`config.mk`:
```
export PLATFORM = sky130hd
export DESIGN_NAME = debug_req_gen
export DESIGN_NICKNAME = d
export VERILOG_FILES = /design/src/design/mem_map_pkg.sv /design/src/design/bus_pkg.sv /design/src/design/debug_req_gen.sv
export SDC_FILE = /design/constraint.sdc
export NUM_CORES = 1
export LEC_CHECK = 0
export BUFFER_PORTS_ARGS = -buffer_cell sky130_fd_sc_hd__buf_2
export CAP_MARGIN = 20
export CORE_MARGIN = 1.5
export CORE_UTILIZATION = 60
export CTS_CLUSTER_DIAMETER = 30
export DETAILED_ROUTE_END_ITERATION = 8
export PLACE_DENSITY_LB_ADDON = 0.25
export SYNTH_ARGS = -nofsm -noshare
export SYNTH_HDL_FRONTEND = slang
export SYNTH_SLANG_ARGS = --single-unit
```
`constraint.sdc`:
```
create_clock -name clk_i -period 4.3 [get_ports clk_i]
set_input_delay 0.86 -clock clk_i [delete_from_list [all_inputs] [get_ports clk_i]]
set_output_delay 0.86 -clock clk_i [all_outputs]
set_load 0.01 [all_outputs]
```
`src/design/mem_map_pkg.sv`:
```
// ----------------------------------------
// memory map package: address map, widths,
// status magic values and interrupt ids
// ----------------------------------------
package mem_map_pkg;

    // bus and RAM widths
    localparam int ADDR_WIDTH        = 32;
    localparam int RAM_ADDR_WIDTH    = 16;
    localparam int INSTR_RDATA_WIDTH = 128;
    localparam int INSTR_LINE_BYTES  = INSTR_RDATA_WIDTH / 8;
    localparam int DATA_WIDTH        = 32;
    localparam int BE_WIDTH          = 4;
    localparam int IRQ_ID_WIDTH      = 5;

    // pseudo peripheral addresses
    localparam logic [ADDR_WIDTH-1:0] ADDR_TEST_STATUS = 32'h2000_0000;
    localparam logic [ADDR_WIDTH-1:0] ADDR_TEST_EXIT   = 32'h2000_0004;
    localparam logic [ADDR_WIDTH-1:0] ADDR_TIMER_MASK  = 32'h1500_0000;
    localparam logic [ADDR_WIDTH-1:0] ADDR_TIMER_COUNT = 32'h1500_0004;
    localparam logic [ADDR_WIDTH-1:0] ADDR_DEBUG_CTRL  = 32'h1500_0008;

    // values written by the test program
    localparam logic [DATA_WIDTH-1:0] TEST_PASS_VALUE = 32'd123456789;
    localparam logic [DATA_WIDTH-1:0] TEST_FAIL_VALUE = 32'd1;

    localparam int TIMER_IRQ_ID = 3;

    // debug generator counter widths and the stand-in for a zero count
    localparam int DEBUG_DELAY_WIDTH    = 15;
    localparam int DEBUG_DURATION_WIDTH = 13;
    localparam int DEFAULT_DEBUG_COUNT  = 1;

endpackage

```
`src/design/bus_pkg.sv`:
```
// ----------------------------------------
// bus package: structs for the data bus,
// the RAM port and the peripheral paths
// ----------------------------------------
package bus_pkg;

    import mem_map_pkg::*;

    typedef struct packed {
        logic                  req;
        logic                  we;
        logic [BE_WIDTH-1:0]   be;
        logic [ADDR_WIDTH-1:0] addr;
        logic [DATA_WIDTH-1:0] wdata;
    } data_req_t;

    typedef struct packed {
        logic                  gnt;
        logic                  rvalid;
        logic [DATA_WIDTH-1:0] rdata;
    } data_rsp_t;

    // word aligned request into the RAM data port
    typedef struct packed {
        logic                      en;
        logic                      we;
        logic [BE_WIDTH-1:0]       be;
        logic [RAM_ADDR_WIDTH-1:0] addr;
        logic [DATA_WIDTH-1:0]     wdata;
    } ram_port_t;

    // one cycle write strobes, at most one set at a time
    typedef struct packed {
        logic                  timer_mask_we;
        logic                  timer_count_we;
        logic                  debug_we;
        logic [DATA_WIDTH-1:0] wdata;
    } periph_wr_t;

    typedef struct packed {
        logic                  passed;
        logic                  failed;
        logic                  exit_valid;
        logic [DATA_WIDTH-1:0] exit_value;
    } test_status_t;

    // layout of the word written to the debug control address
    typedef struct packed {
        logic                            value;
        logic                            pulse;
        logic                            rsvd_29;
        logic [DEBUG_DURATION_WIDTH-1:0] duration;
        logic                            rsvd_15;
        logic [DEBUG_DELAY_WIDTH-1:0]    delay;
    } debug_cfg_t;

endpackage

```
`src/design/debug_req_gen.sv`:
```
// ----------------------------------------
// debug request generator with start delay
// and optional pulse duration
// ----------------------------------------
module debug_req_gen
    import mem_map_pkg::*;
    import bus_pkg::*;
(
    input  logic       clk_i,
    input  logic       rst_ni,
    input  periph_wr_t periph_wr_i,
    output logic       debug_req_o
);

    debug_cfg_t                      cfg;
    logic                            accept;
    logic [DEBUG_DELAY_WIDTH-1:0]    start_cnt_q;
    logic [DEBUG_DURATION_WIDTH-1:0] dur_cnt_q;
    logic [DEBUG_DURATION_WIDTH-1:0] dur_len_q;
    logic                            value_q;
    logic                            pulse_q;

    assign cfg = debug_cfg_t'(periph_wr_i.wdata);

    // new configs only while both counters sit idle
    assign accept = periph_wr_i.debug_we && start_cnt_q == '0 && dur_cnt_q == '0;

    // ----------------------------------------
    // captured configuration
    always_ff @(posedge clk_i) begin
        if (accept) begin
            value_q   <= cfg.value;
            pulse_q   <= cfg.pulse;
            dur_len_q <= (cfg.duration == '0) ?
                         DEBUG_DURATION_WIDTH'(DEFAULT_DEBUG_COUNT) : cfg.duration;
        end
    end

    // ----------------------------------------
    // start delay then pulse duration
    always_ff @(posedge clk_i or negedge rst_ni) begin
        if (!rst_ni) begin
            start_cnt_q <= '0;
            dur_cnt_q   <= '0;
            debug_req_o <= 1'b0;
        end else if (accept) begin
            start_cnt_q <= (cfg.delay == '0) ?
                           DEBUG_DELAY_WIDTH'(DEFAULT_DEBUG_COUNT) : cfg.delay;
        end else if (start_cnt_q != '0) begin
            start_cnt_q <= start_cnt_q - 1'b1;
            if (start_cnt_q == DEBUG_DELAY_WIDTH'(1)) begin
                debug_req_o <= value_q;
                // level mode leaves the duration counter at zero
                dur_cnt_q   <= pulse_q ? dur_len_q : '0;
            end
        end else if (dur_cnt_q != '0) begin
            dur_cnt_q <= dur_cnt_q - 1'b1;
            if (dur_cnt_q == DEBUG_DURATION_WIDTH'(1)) begin
                debug_req_o <= !value_q;
            end
        end
    end

    counters_exclusive: assert property (
        @(posedge clk_i) disable iff (!rst_ni)
        !(start_cnt_q != '0 && dur_cnt_q != '0))
        else $error("start and duration counters both running");

endmodule

```
Yosys cells after proc, flatten, opt, wreduce, memory -nomap -nowiden
Index checks and enable logic that the tools add are counted.
{"block": "totals", "elab_cells": 37, "in_bits": 37, "reg_bits": 44, "output_inout_bits": 1}
{"block": "op_classes", "addsub": 2, "muxes": 11, "n_eq_ne": 3, "bitwise": 1, "reduce_logical": 14}
{"op": "$mux W13", "count": 4}
{"op": "$mux W15", "count": 3}
{"op": "$logic_not A15 Y1", "count": 2}
{"op": "$logic_not A13 Y1", "count": 2}
{"op": "$eq A15 B1 Y1 const B", "count": 1}
{"op": "$reduce_bool A15 Y1", "count": 1}
{"op": "$sub A15 B1 Y15 const B", "count": 1}
{"op": "$eq A13 B1 Y1 const B", "count": 1}
{"op": "$reduce_bool A13 Y1", "count": 1}
{"op": "$sub A13 B1 Y13 const B", "count": 1}
{"op": "$reduce_bool A2 Y1", "count": 3}
{"op": "$mux W1", "count": 4}
{"op": "$reduce_and A4 Y1", "count": 1}
{"op": "$reduce_and A3 Y1", "count": 1}
{"op": "$logic_and A1 B1 Y1", "count": 2}
{"op": "$ne A2 B1 Y1 const B", "count": 1}
{"op": "$logic_not A1 Y1", "count": 1}
{"op": "$not A1 Y1", "count": 1}

Logic depth before layout (Yosys ltp)
Gate-level depths: netlist of the first run.
{"block": "depth", "word_depth": 5, "depth_mapped": 9, "depth_no_buf": 8}

Worst setup path after synthesis of the first run
No wires, ideal clock.
{"block": "synth_path", "path_type": "reg2reg", "start": "register start_cnt_q[0]", "end": "register start_cnt_q[3]", "setup_ps": 126, "t_required_ps": 4174, "synth_period_minus_slack_ps": 2332, "stages_incl_launch_ff": 9, "arrival_time_ps": 2205, "path_slack_ps": 1968, "n_path_buf": 1, "cell_sequence": "dfrtp_1 > inv_1 > ha_1 > nor4b_1 > and4_1 > buf_2 > nand3_4 > clkinv_1 > a221o_1"}
{"block": "synth_via", "elab_chain_cells": 4, "elab_cells_between_ends": 8, "classes_between": "add/sub: 1; mux: 2; reduce/logical: 5"}
{"element": "from (decl)", "line": "debug_req_gen.sv:17", "source": "logic [DEBUG_DELAY_WIDTH-1:0] start_cnt_q;"}
{"element": "from (signal assigned)", "line": "debug_req_gen.sv:47", "source": "start_cnt_q <= (cfg.delay == '0) ?"}
{"element": "from (signal assigned)", "line": "debug_req_gen.sv:50", "source": "start_cnt_q <= start_cnt_q - 1'b1;"}
{"element": "$logic_not A15 Y1 (*)", "line": "debug_req_gen.sv:26", "source": "assign accept = periph_wr_i.debug_we && start_cnt_q == '0 && dur_cnt_q == '0;"}
{"element": "$logic_and A1 B1 Y1 (*) (2 in a row)", "line": "debug_req_gen.sv:26"}
{"element": "via accept", "line": "debug_req_gen.sv:16", "source": "logic accept;"}
{"element": "$mux W15 / $reduce_bool A2 Y1 (equally long branches)"}
The timed path passes the listed nets; every way through them passes the cells marked *. The select of a mux whose other input is x is not followed.
A chain may end at the register's enable or synchronous reset.

Worst setup path after layout of the first run
Ends and elaborated chain as after synthesis.

==> summary.md, run 1 <==
| Metric | Value |
|---|---|
| Worst hold path type | `reg -> reg` |
| Vias in the first global route | `1769` |
| Clock Skew | `0.01490 ns` |
| Die height | `67.58 um` |
| Initial Util | `62.56%` |
| CP required | `4.50 ns` |
| Kind of critical path | `reg -> reg` |
| Antenna Violating Nets Remaining | `0` |
| Final hold viol count | `0` |
| CTS max path bufs | `2` |
| Critical Path AT | `3.02 ns` |
| Clock transition at the registers of the reported paths | `0.10 ns` |
| Core area | `4000 um^2` |
| Crit start category | `register` |
| Diodes inserted | `0` |
| Total GRT Usage | `24.18%` |
| Post-synth ARST share | `65.91%` |
| Setup TNS | `0 ns` |
| Chip width | `67.58 um` |
| Maxcap violations | `0` |
| Post-Syn Area | `2502 um^2` |
| CTS tree | `built` |
| 1st-pass router iterations | `4` |
| Row cnt | `23` |
| CTS Sinks | `44` |
| Leakage | `1.029 nW` |
| Final period utilization | `65.68%` |
| Worst Path Max Fanout | `23` |
| GR Layer Usage met2 | `35.17%` |
| Reg-to-reg setup timing slack | `1.48 ns` |
| Clock network power share | `41.7%` |
| Slew HR | `45.72%` |
| Tmin final | `2.824 ns` |
| Logic pwr share | `3.3%` |
| GP Congestion | `0.9613` |
| Status | `complete, no violations` |
| Ys Warns | `0` |
| Setup ws final | `1.476 ns` |
| Seq/Total Area, Yosys | `47.00%` |
| Vias after detailed routing | `1909` |
| Switching Share | `21.22%` |
| Global route overflow | `0` |
| Peak supply drop | `0.2223 mV` |
| Routed length per instance | `15.34 um` |
| Global route hottest layer | `met1` |
| Num CTS Buffers | `5` |
| Pre-CTS setup slack | `1.459 ns` |
| Net Switching | `0.0001669 W` |
| Final setup violation count | `0` |
| First-pass GRT wire length | `8190 um` |
| Mapped Cells | `249` |
| Fin nets | `310` |
| Clock Root Buffer | `clkbuf_8` |
| Post-synth EDFFs | `15` |
| Final slew viol count | `0` |
| Worst Max-Slew Pin Slew | `0.8142 ns` |
| Critical path capture point type | `register` |
| Seq cells post-synth | `44` |
| CTS Hold Buffers Added | `0` |
| # IOs | `38` |
| Initial antenna violation count | `0` |
| DR DRC count | `0` |
| Seq pwr share | `55.0%` |
| Total power | `0.0007867 W` |
| Most used DFF post-synth | `dfrtp_1` |
| Final-layout fill cell count | `301` |
| Starting DRT DRC Count | `147` |
| Postcts setup bufs | `0` |
| Syn Area/Cell | `10.05 um^2` |
| Unique cell type count in the Yosys netlist | `58` |
| Avg Vias per Cell | `6.003` |
| H-Tree Depth | `2` |
| Internal power | `0.0006198 W` |
| Port bufs | `33` |
| Hpwl dp | `3564 um` |
| Post-CTS Resized | `0` |
| Largest net degree at the start of global routing | `30` |
| Clk Latency, worst-skew pair | `0.31 ns` |
| Max Clk Rate | `0.3541 GHz` |
| Pwr Density | `287.0 nW/um^2` |
| Routing usage on met1 | `35.28%` |
| RSZ-0062 raised after global routing | `no` |
| Share of layout cells above drive strength 1 | `22.39%` |
| Die ar. | `4567 um^2` |
| Area Growth Syn to Fin | `9.550%` |
| Total wire length | `4879 um` |
| Mapped Nets | `292` |
| Met3 Use GR | `6.667%` |
| Final Util | `68.53%` |
-- metrics by stage --
step	area (um^2)	hold slack, ns	instances
3_3_place_gp	2626	0.5054	310
6_report	2741	0.5308	318
5_1_grt	2741	0.5741	318
4_1_cts	2741	0.5333	318
2_1_floorplan	2502	0.4628	249
3_5_place_dp	2626	0.5080	310
-- state kept, by name, summed over array words and instances, names as in the netlist --
name	count
debug_req_o	1
dur_cnt_q	13
dur_len_q	13
pulse_q	1
start_cnt_q	15
value_q	1
-- cell families after synthesis --
logic type                 Yosys count  share of synthesized area (%)
xor gates and xnor gates            11                          3.850
AOI/OAI and AO/OA                   74                          20.30
adders and majority gates            6                          3.000
DFF                                 44                          47.00
buffers and inverters               29                          5.200
and+or+nand+nor                     85                          20.65
-- layout make-up --
type,count,area (um^2),area share [%]
Clock buffer,5,68.82,2.510
Clock inverter,3,46.29,1.689
Inverter,7,26.28,0.9585
Multi-Input combinational cell,176,1196,43.63
Sequential cell,44,1176,42.90
Tap cell,50,62.56,2.282
Timing Repair Buffer,33,165.2,6.025
-- worst paths after layout --
path | from | to | cells after the start
worst min-delay path | dur_cnt_q[12] | dur_cnt_q[12] | 2
worst max-delay path | start_cnt_q[0] | start_cnt_q[3] | 7
min in group asynchronous | rst_ni | dur_cnt_q[12] | 1
worst min register to register | dur_cnt_q[12] | dur_cnt_q[12] | 2
worst max register to register | start_cnt_q[0] | start_cnt_q[3] | 7
max in group asynchronous | rst_ni | start_cnt_q[10] | 1
-- routing by layer --
metal / share of wire (%) / routed length [um]
met1: 50 / 2428
met2: 44 / 2128
met3: 5.4 / 264
met4: 1.1 / 56
met5: 0 / 0
-- placed cells by master (no fill, tap or decap), types with 2 or more instances in the layout --
cell	n
nor3_1	12
nand4_1	2
o2bb2ai_1	8
and4_2	2
a31o_2	2
a211o_1	2
edfxtp_1	15
and4_1	2
a31oi_1	7
nand2_1	17
a22oi_1	2
a21oi_2	2
a21oi_1	25
o21ai_0	15
ha_1	6
nand2b_1	4
xor2_1	5
nor3b_1	2
nor4_1	8
clkbuf_8	5
xnor2_1	6
buf_2	33
inv_1	6
nor2_1	12
or3_1	4
nand3_1	3
dfrtp_1	29
-- power by group through the flow --
stage | Combinational (W) | Sequential (W) | Clock (W)
3_5_place_dp | 0.0000262 | 0.000442 | 0
4_1_cts | 0.0000262 | 0.000433 | 0.000332
3_3_place_gp | 0.0000258 | 0.000442 | 0
2_1_floorplan | 0.00000545 | 0.000442 | 0
6_report | 0.0000256 | 0.000433 | 0.000328
5_1_grt | 0.0000286 | 0.000433 | 0.000346
-- critical path, cell delays in order (launching register included) --
cell,delay (ns)
dfrtp_1,0.47
inv_1,0.10
ha_1,0.22
nor4b_1,0.16
and4_1,0.44
nand3_4,0.21
clkinv_1,0.58
a221o_1,0.55
-- synth_stat cells, types with 2 or more instances --
library cell   n  share of area, %
nand4_1        2              0.50
a31o_2         2              0.70
a22oi_1        2              0.60
nor4_1         8               2.0
o21ai_0       15               3.0
nor2_1        12               1.8
nor3b_1        2              0.60
a31oi_1        7               1.7
nor3_1        12               2.4
or3_1          4               1.0
edfxtp_1      15                18
ha_1           6               3.0
a21oi_2        2              0.70
nand2_1       17               2.5
buf_6          2              0.90
and4_1         2              0.70
nand2b_1       4               1.0
o2bb2ai_1      8               2.8
xnor2_1        6               2.1
nand3_1        3              0.60
a21oi_1       25               5.0
xor2_1         5               1.7
inv_1          6              0.90
buf_2          2              0.40
and4_2         2              0.80
a211o_1        2              0.70
dfrtp_1       29                29
clkbuf_1      17               2.5
Power figures use the tool's default switching activity.
==> run 2: changes to the inputs <==
--- a/config.mk
+++ b/config.mk
@@ -8,7 +8,7 @@
 export BUFFER_PORTS_ARGS = -buffer_cell sky130_fd_sc_hd__buf_2
 export CAP_MARGIN = 20
 export CORE_MARGIN = 1.5
-export CORE_UTILIZATION = 60
+export CORE_UTILIZATION = 51
 export CTS_CLUSTER_DIAMETER = 30
 export DETAILED_ROUTE_END_ITERATION = 8
 export PLACE_DENSITY_LB_ADDON = 0.25
==> constraint.sdc (replaced) <==
create_clock -name clk_i -period 2.58 [get_ports clk_i]
set_input_delay 0.516 -clock clk_i [delete_from_list [all_inputs] [get_ports clk_i]]
set_output_delay 0.516 -clock clk_i [all_outputs]
set_load 0.01 [all_outputs]
==> summary.md, run 2 (synthesized netlist as in run 1, its figures left out) <==
| Metric | Value |
|---|---|
| Core area | `4723 um^2 (was 4000 um^2)` |
| Max reg flops | `15 (unchanged)` |
| CTS max path bufs | `2 (unchanged)` |
| Antenna Violating Nets Remaining | `0 (unchanged)` |
| Switching Share | `23.49% (was 21.22%)` |
| Largest net degree at the start of global routing | `30 (unchanged)` |
| Final period utilization | `93.52% (was 65.68%)` |
| Initial Util | `52.98% (was 62.56%)` |
| Post-CTS Resized | `0 (unchanged)` |
| Final slew viol count | `0 (unchanged)` |
| Routed length per instance | `15.35 um (was 15.34 um)` |
| Net Switching | `0.0002882 W (was 0.0001669 W)` |
| Clk Latency, worst-skew pair | `0.31 ns (about the same)` |
| First-pass GRT wire length | `8976 um (was 8190 um)` |
| Chip width | `73.05 um (was 67.58 um)` |
| Status | `complete, no violations (unchanged)` |
| Crit path max-delay cell type | `and4_1 (was clkinv_1)` |
| Share of layout cells above drive strength 1 | `24.91% (was 22.39%)` |
| Initial antenna violation count | `0 (unchanged)` |
| CP required | `2.82 ns (was 4.50 ns)` |
| Worst Setup EP | `dur_cnt_q[0] (was start_cnt_q[3])` |
| Clock Root Buffer | `clkbuf_8 (unchanged)` |
| Starting DRT DRC Count | `145 (was 147)` |
| Leakage | `1.068 nW (was 1.029 nW)` |
| Setup TNS | `0 ns (unchanged)` |
| Critical Path AT | `2.65 ns (was 3.02 ns)` |
| RSZ-0062 raised after global routing | `no (unchanged)` |
| Pwr Density | `434.9 nW/um^2 (was 287.0 nW/um^2)` |
| Largest regs | `start_cnt_q (15), dur_cnt_q (13), dur_len_q (13) (unchanged)` |
| Kind of critical path | `reg -> reg (unchanged)` |
| Port bufs | `33 (unchanged)` |
| Cell breakdown of the critical path | `inv_1 -> ha_1 -> nor4b_1 -> and4_1 -> buf_4 -> a21oi_1 -> or3_1 -> o21ai_1 (was inv_1 -> ha_1 -> nor4b_1 -> and4_1 -> nand3_4 -> clkinv_1 -> a221o_1)` |
| Hpwl dp | `3850 um (was 3564 um)` |
| Seq pwr share | `58.8% (was 55.0%)` |
| Worst R2R End | `dur_cnt_q[0] (was start_cnt_q[3])` |
| 1st-pass router iterations | `4 (unchanged)` |
| Avg Vias per Cell | `5.814 (was 6.003)` |
| Total power | `0.001227 W (was 0.0007867 W)` |
| Die ar. | `5336 um^2 (was 4567 um^2)` |
| Clock network power share | `37.7% (was 41.7%)` |
| Area Growth Syn to Fin | `12.75% (was 9.550%)` |
| GP Congestion | `0.9028 (was 0.9613)` |
| Total wire length | `5280 um (was 4879 um)` |
| Vias after detailed routing | `2000 (was 1909)` |
| Worst setup startpoint | `start_cnt_q[1] (was start_cnt_q[0])` |
| # IOs | `38 (unchanged)` |
| CTS tree | `built (unchanged)` |
| Most common cell after layout, fill and taps aside | `buf_2 (unchanged)` |
| Logic pwr share | `3.5% (was 3.3%)` |
| Clock Skew | `0.01715 ns (was 0.01490 ns)` |
| Worst hold path type | `in -> async (was reg -> reg)` |
| Reg-to-Reg Start | `start_cnt_q[1] (was start_cnt_q[0])` |
| Reg-to-reg setup timing slack | `0.17 ns (was 1.48 ns)` |
| Slew HR | `56.28% (was 45.72%)` |
| Critical path capture point type | `register (unchanged)` |
| Peak supply drop | `0.4048 mV (was 0.2223 mV)` |
| Fin nets | `319 (was 310)` |
| Most frequent cells in the layout | `33 x buf_2, 29 x dfrtp_1, 25 x a21oi_1 (unchanged)` |
| Max Clk Rate | `0.4144 GHz (was 0.3541 GHz)` |
| CP max stage delay | `0.48 ns (was 0.58 ns)` |
| Postcts setup bufs | `0 (unchanged)` |
| Die height | `73.05 um (was 67.58 um)` |
| Biggest register | `start_cnt_q (unchanged)` |
| Total GRT Usage | `22.23% (was 24.18%)` |
| Global route overflow | `0 (unchanged)` |
| Crit start category | `register (unchanged)` |
| DR DRC count | `0 (unchanged)` |
| Maxcap violations | `0 (unchanged)` |
| Num CTS Buffers | `5 (unchanged)` |
| Internal power | `0.0009388 W (was 0.0006198 W)` |
| Tmin final | `2.413 ns (was 2.824 ns)` |
| H-Tree Depth | `2 (unchanged)` |
| Diodes inserted | `0 (unchanged)` |
| Final setup violation count | `0 (unchanged)` |
| Clock transition at the registers of the reported paths | `0.10 ns (about the same)` |
| Row cnt | `25 (was 23)` |
| CTS Sinks | `44 (unchanged)` |
| Vias in the first global route | `1895 (was 1769)` |
| Final Util | `59.74% (was 68.53%)` |
| Final hold viol count | `0 (unchanged)` |
| Worst Path Max Fanout | `11 (was 23)` |
| Worst reg2reg path depth | `8 (was 7)` |
| Worst Max-Slew Pin Slew | `0.6559 ns (was 0.8142 ns)` |
| CTS Hold Buffers Added | `0 (unchanged)` |
## run 2: cell type report
class	count	area, um^2
fill	412	1902
multi-input combinational	176	1196
sequential	44	1176
timing repair buffer	42	245.2
tap	67	83.83
clock buffer	5	68.82
inverter	7	26.28
clock inverter	3	25.02
## run 2: worst max-delay path, delay by kind of cell, from the launching register on
| kind | cells | cell delay [ns] |
|---|---|---|
| AO/OA/AOI/OAI | 2 | 0.13 |
| adder cells (fa/ha/maj) | 1 | 0.19 |
| buffers and inverters | 2 | 0.38 |
| flip-flops | 1 | 0.44 |
| AND/OR/NAND/NOR | 3 | 1.20 |
## run 2: through the flow
stage	setup WS (ns)	hold WS (ns)	cell area, um^2	std cells
3_5_place_dp	0.2356	0.5037	2728	336
4_1_cts	0.1964	0.2517	2821	344
2_1_floorplan	0.2485	0.2204	2502	249
5_1_grt	0.06783	0.2857	2821	344
3_3_place_gp	0.3027	0.4987	2728	336
6_report	0.1671	0.2177	2821	344
## run 2: routing by layer
metal | wire length [um] | share of wire, % | GRT usage (%)
met1 | 2566 | 49 | 31.07
met4 | 74 | 1.4 | 6.080
met2 | 2398 | 45 | 34.95
met5 | 0 | 0 | 0
met3 | 242 | 4.6 | 4.834
## run 2: power by group through the flow
stage / Sequential (W) / Clock, W / Combinational [W]
floorplan: 0.000736 / 0 / 0.00000909
global placement: 0.000736 / 0 / 0.0000436
detailed placement: 0.000736 / 0 / 0.0000442
CTS: 0.000722 / 0.000467 / 0.0000443
global route: 0.000722 / 0.000498 / 0.0000490
finish: 0.000722 / 0.000462 / 0.0000431
## run 2: worst min-delay path by stage
stage / start / endpoint / cells after the start
after floorplan: rst_ni / debug_req_o / 0
after global placement: value_q / debug_req_o / 1
after detailed placement: value_q / debug_req_o / 1
after CTS: rst_ni / debug_req_o / 1
after global routing: rst_ni / start_cnt_q[1] / 1
final: rst_ni / start_cnt_q[1] / 1
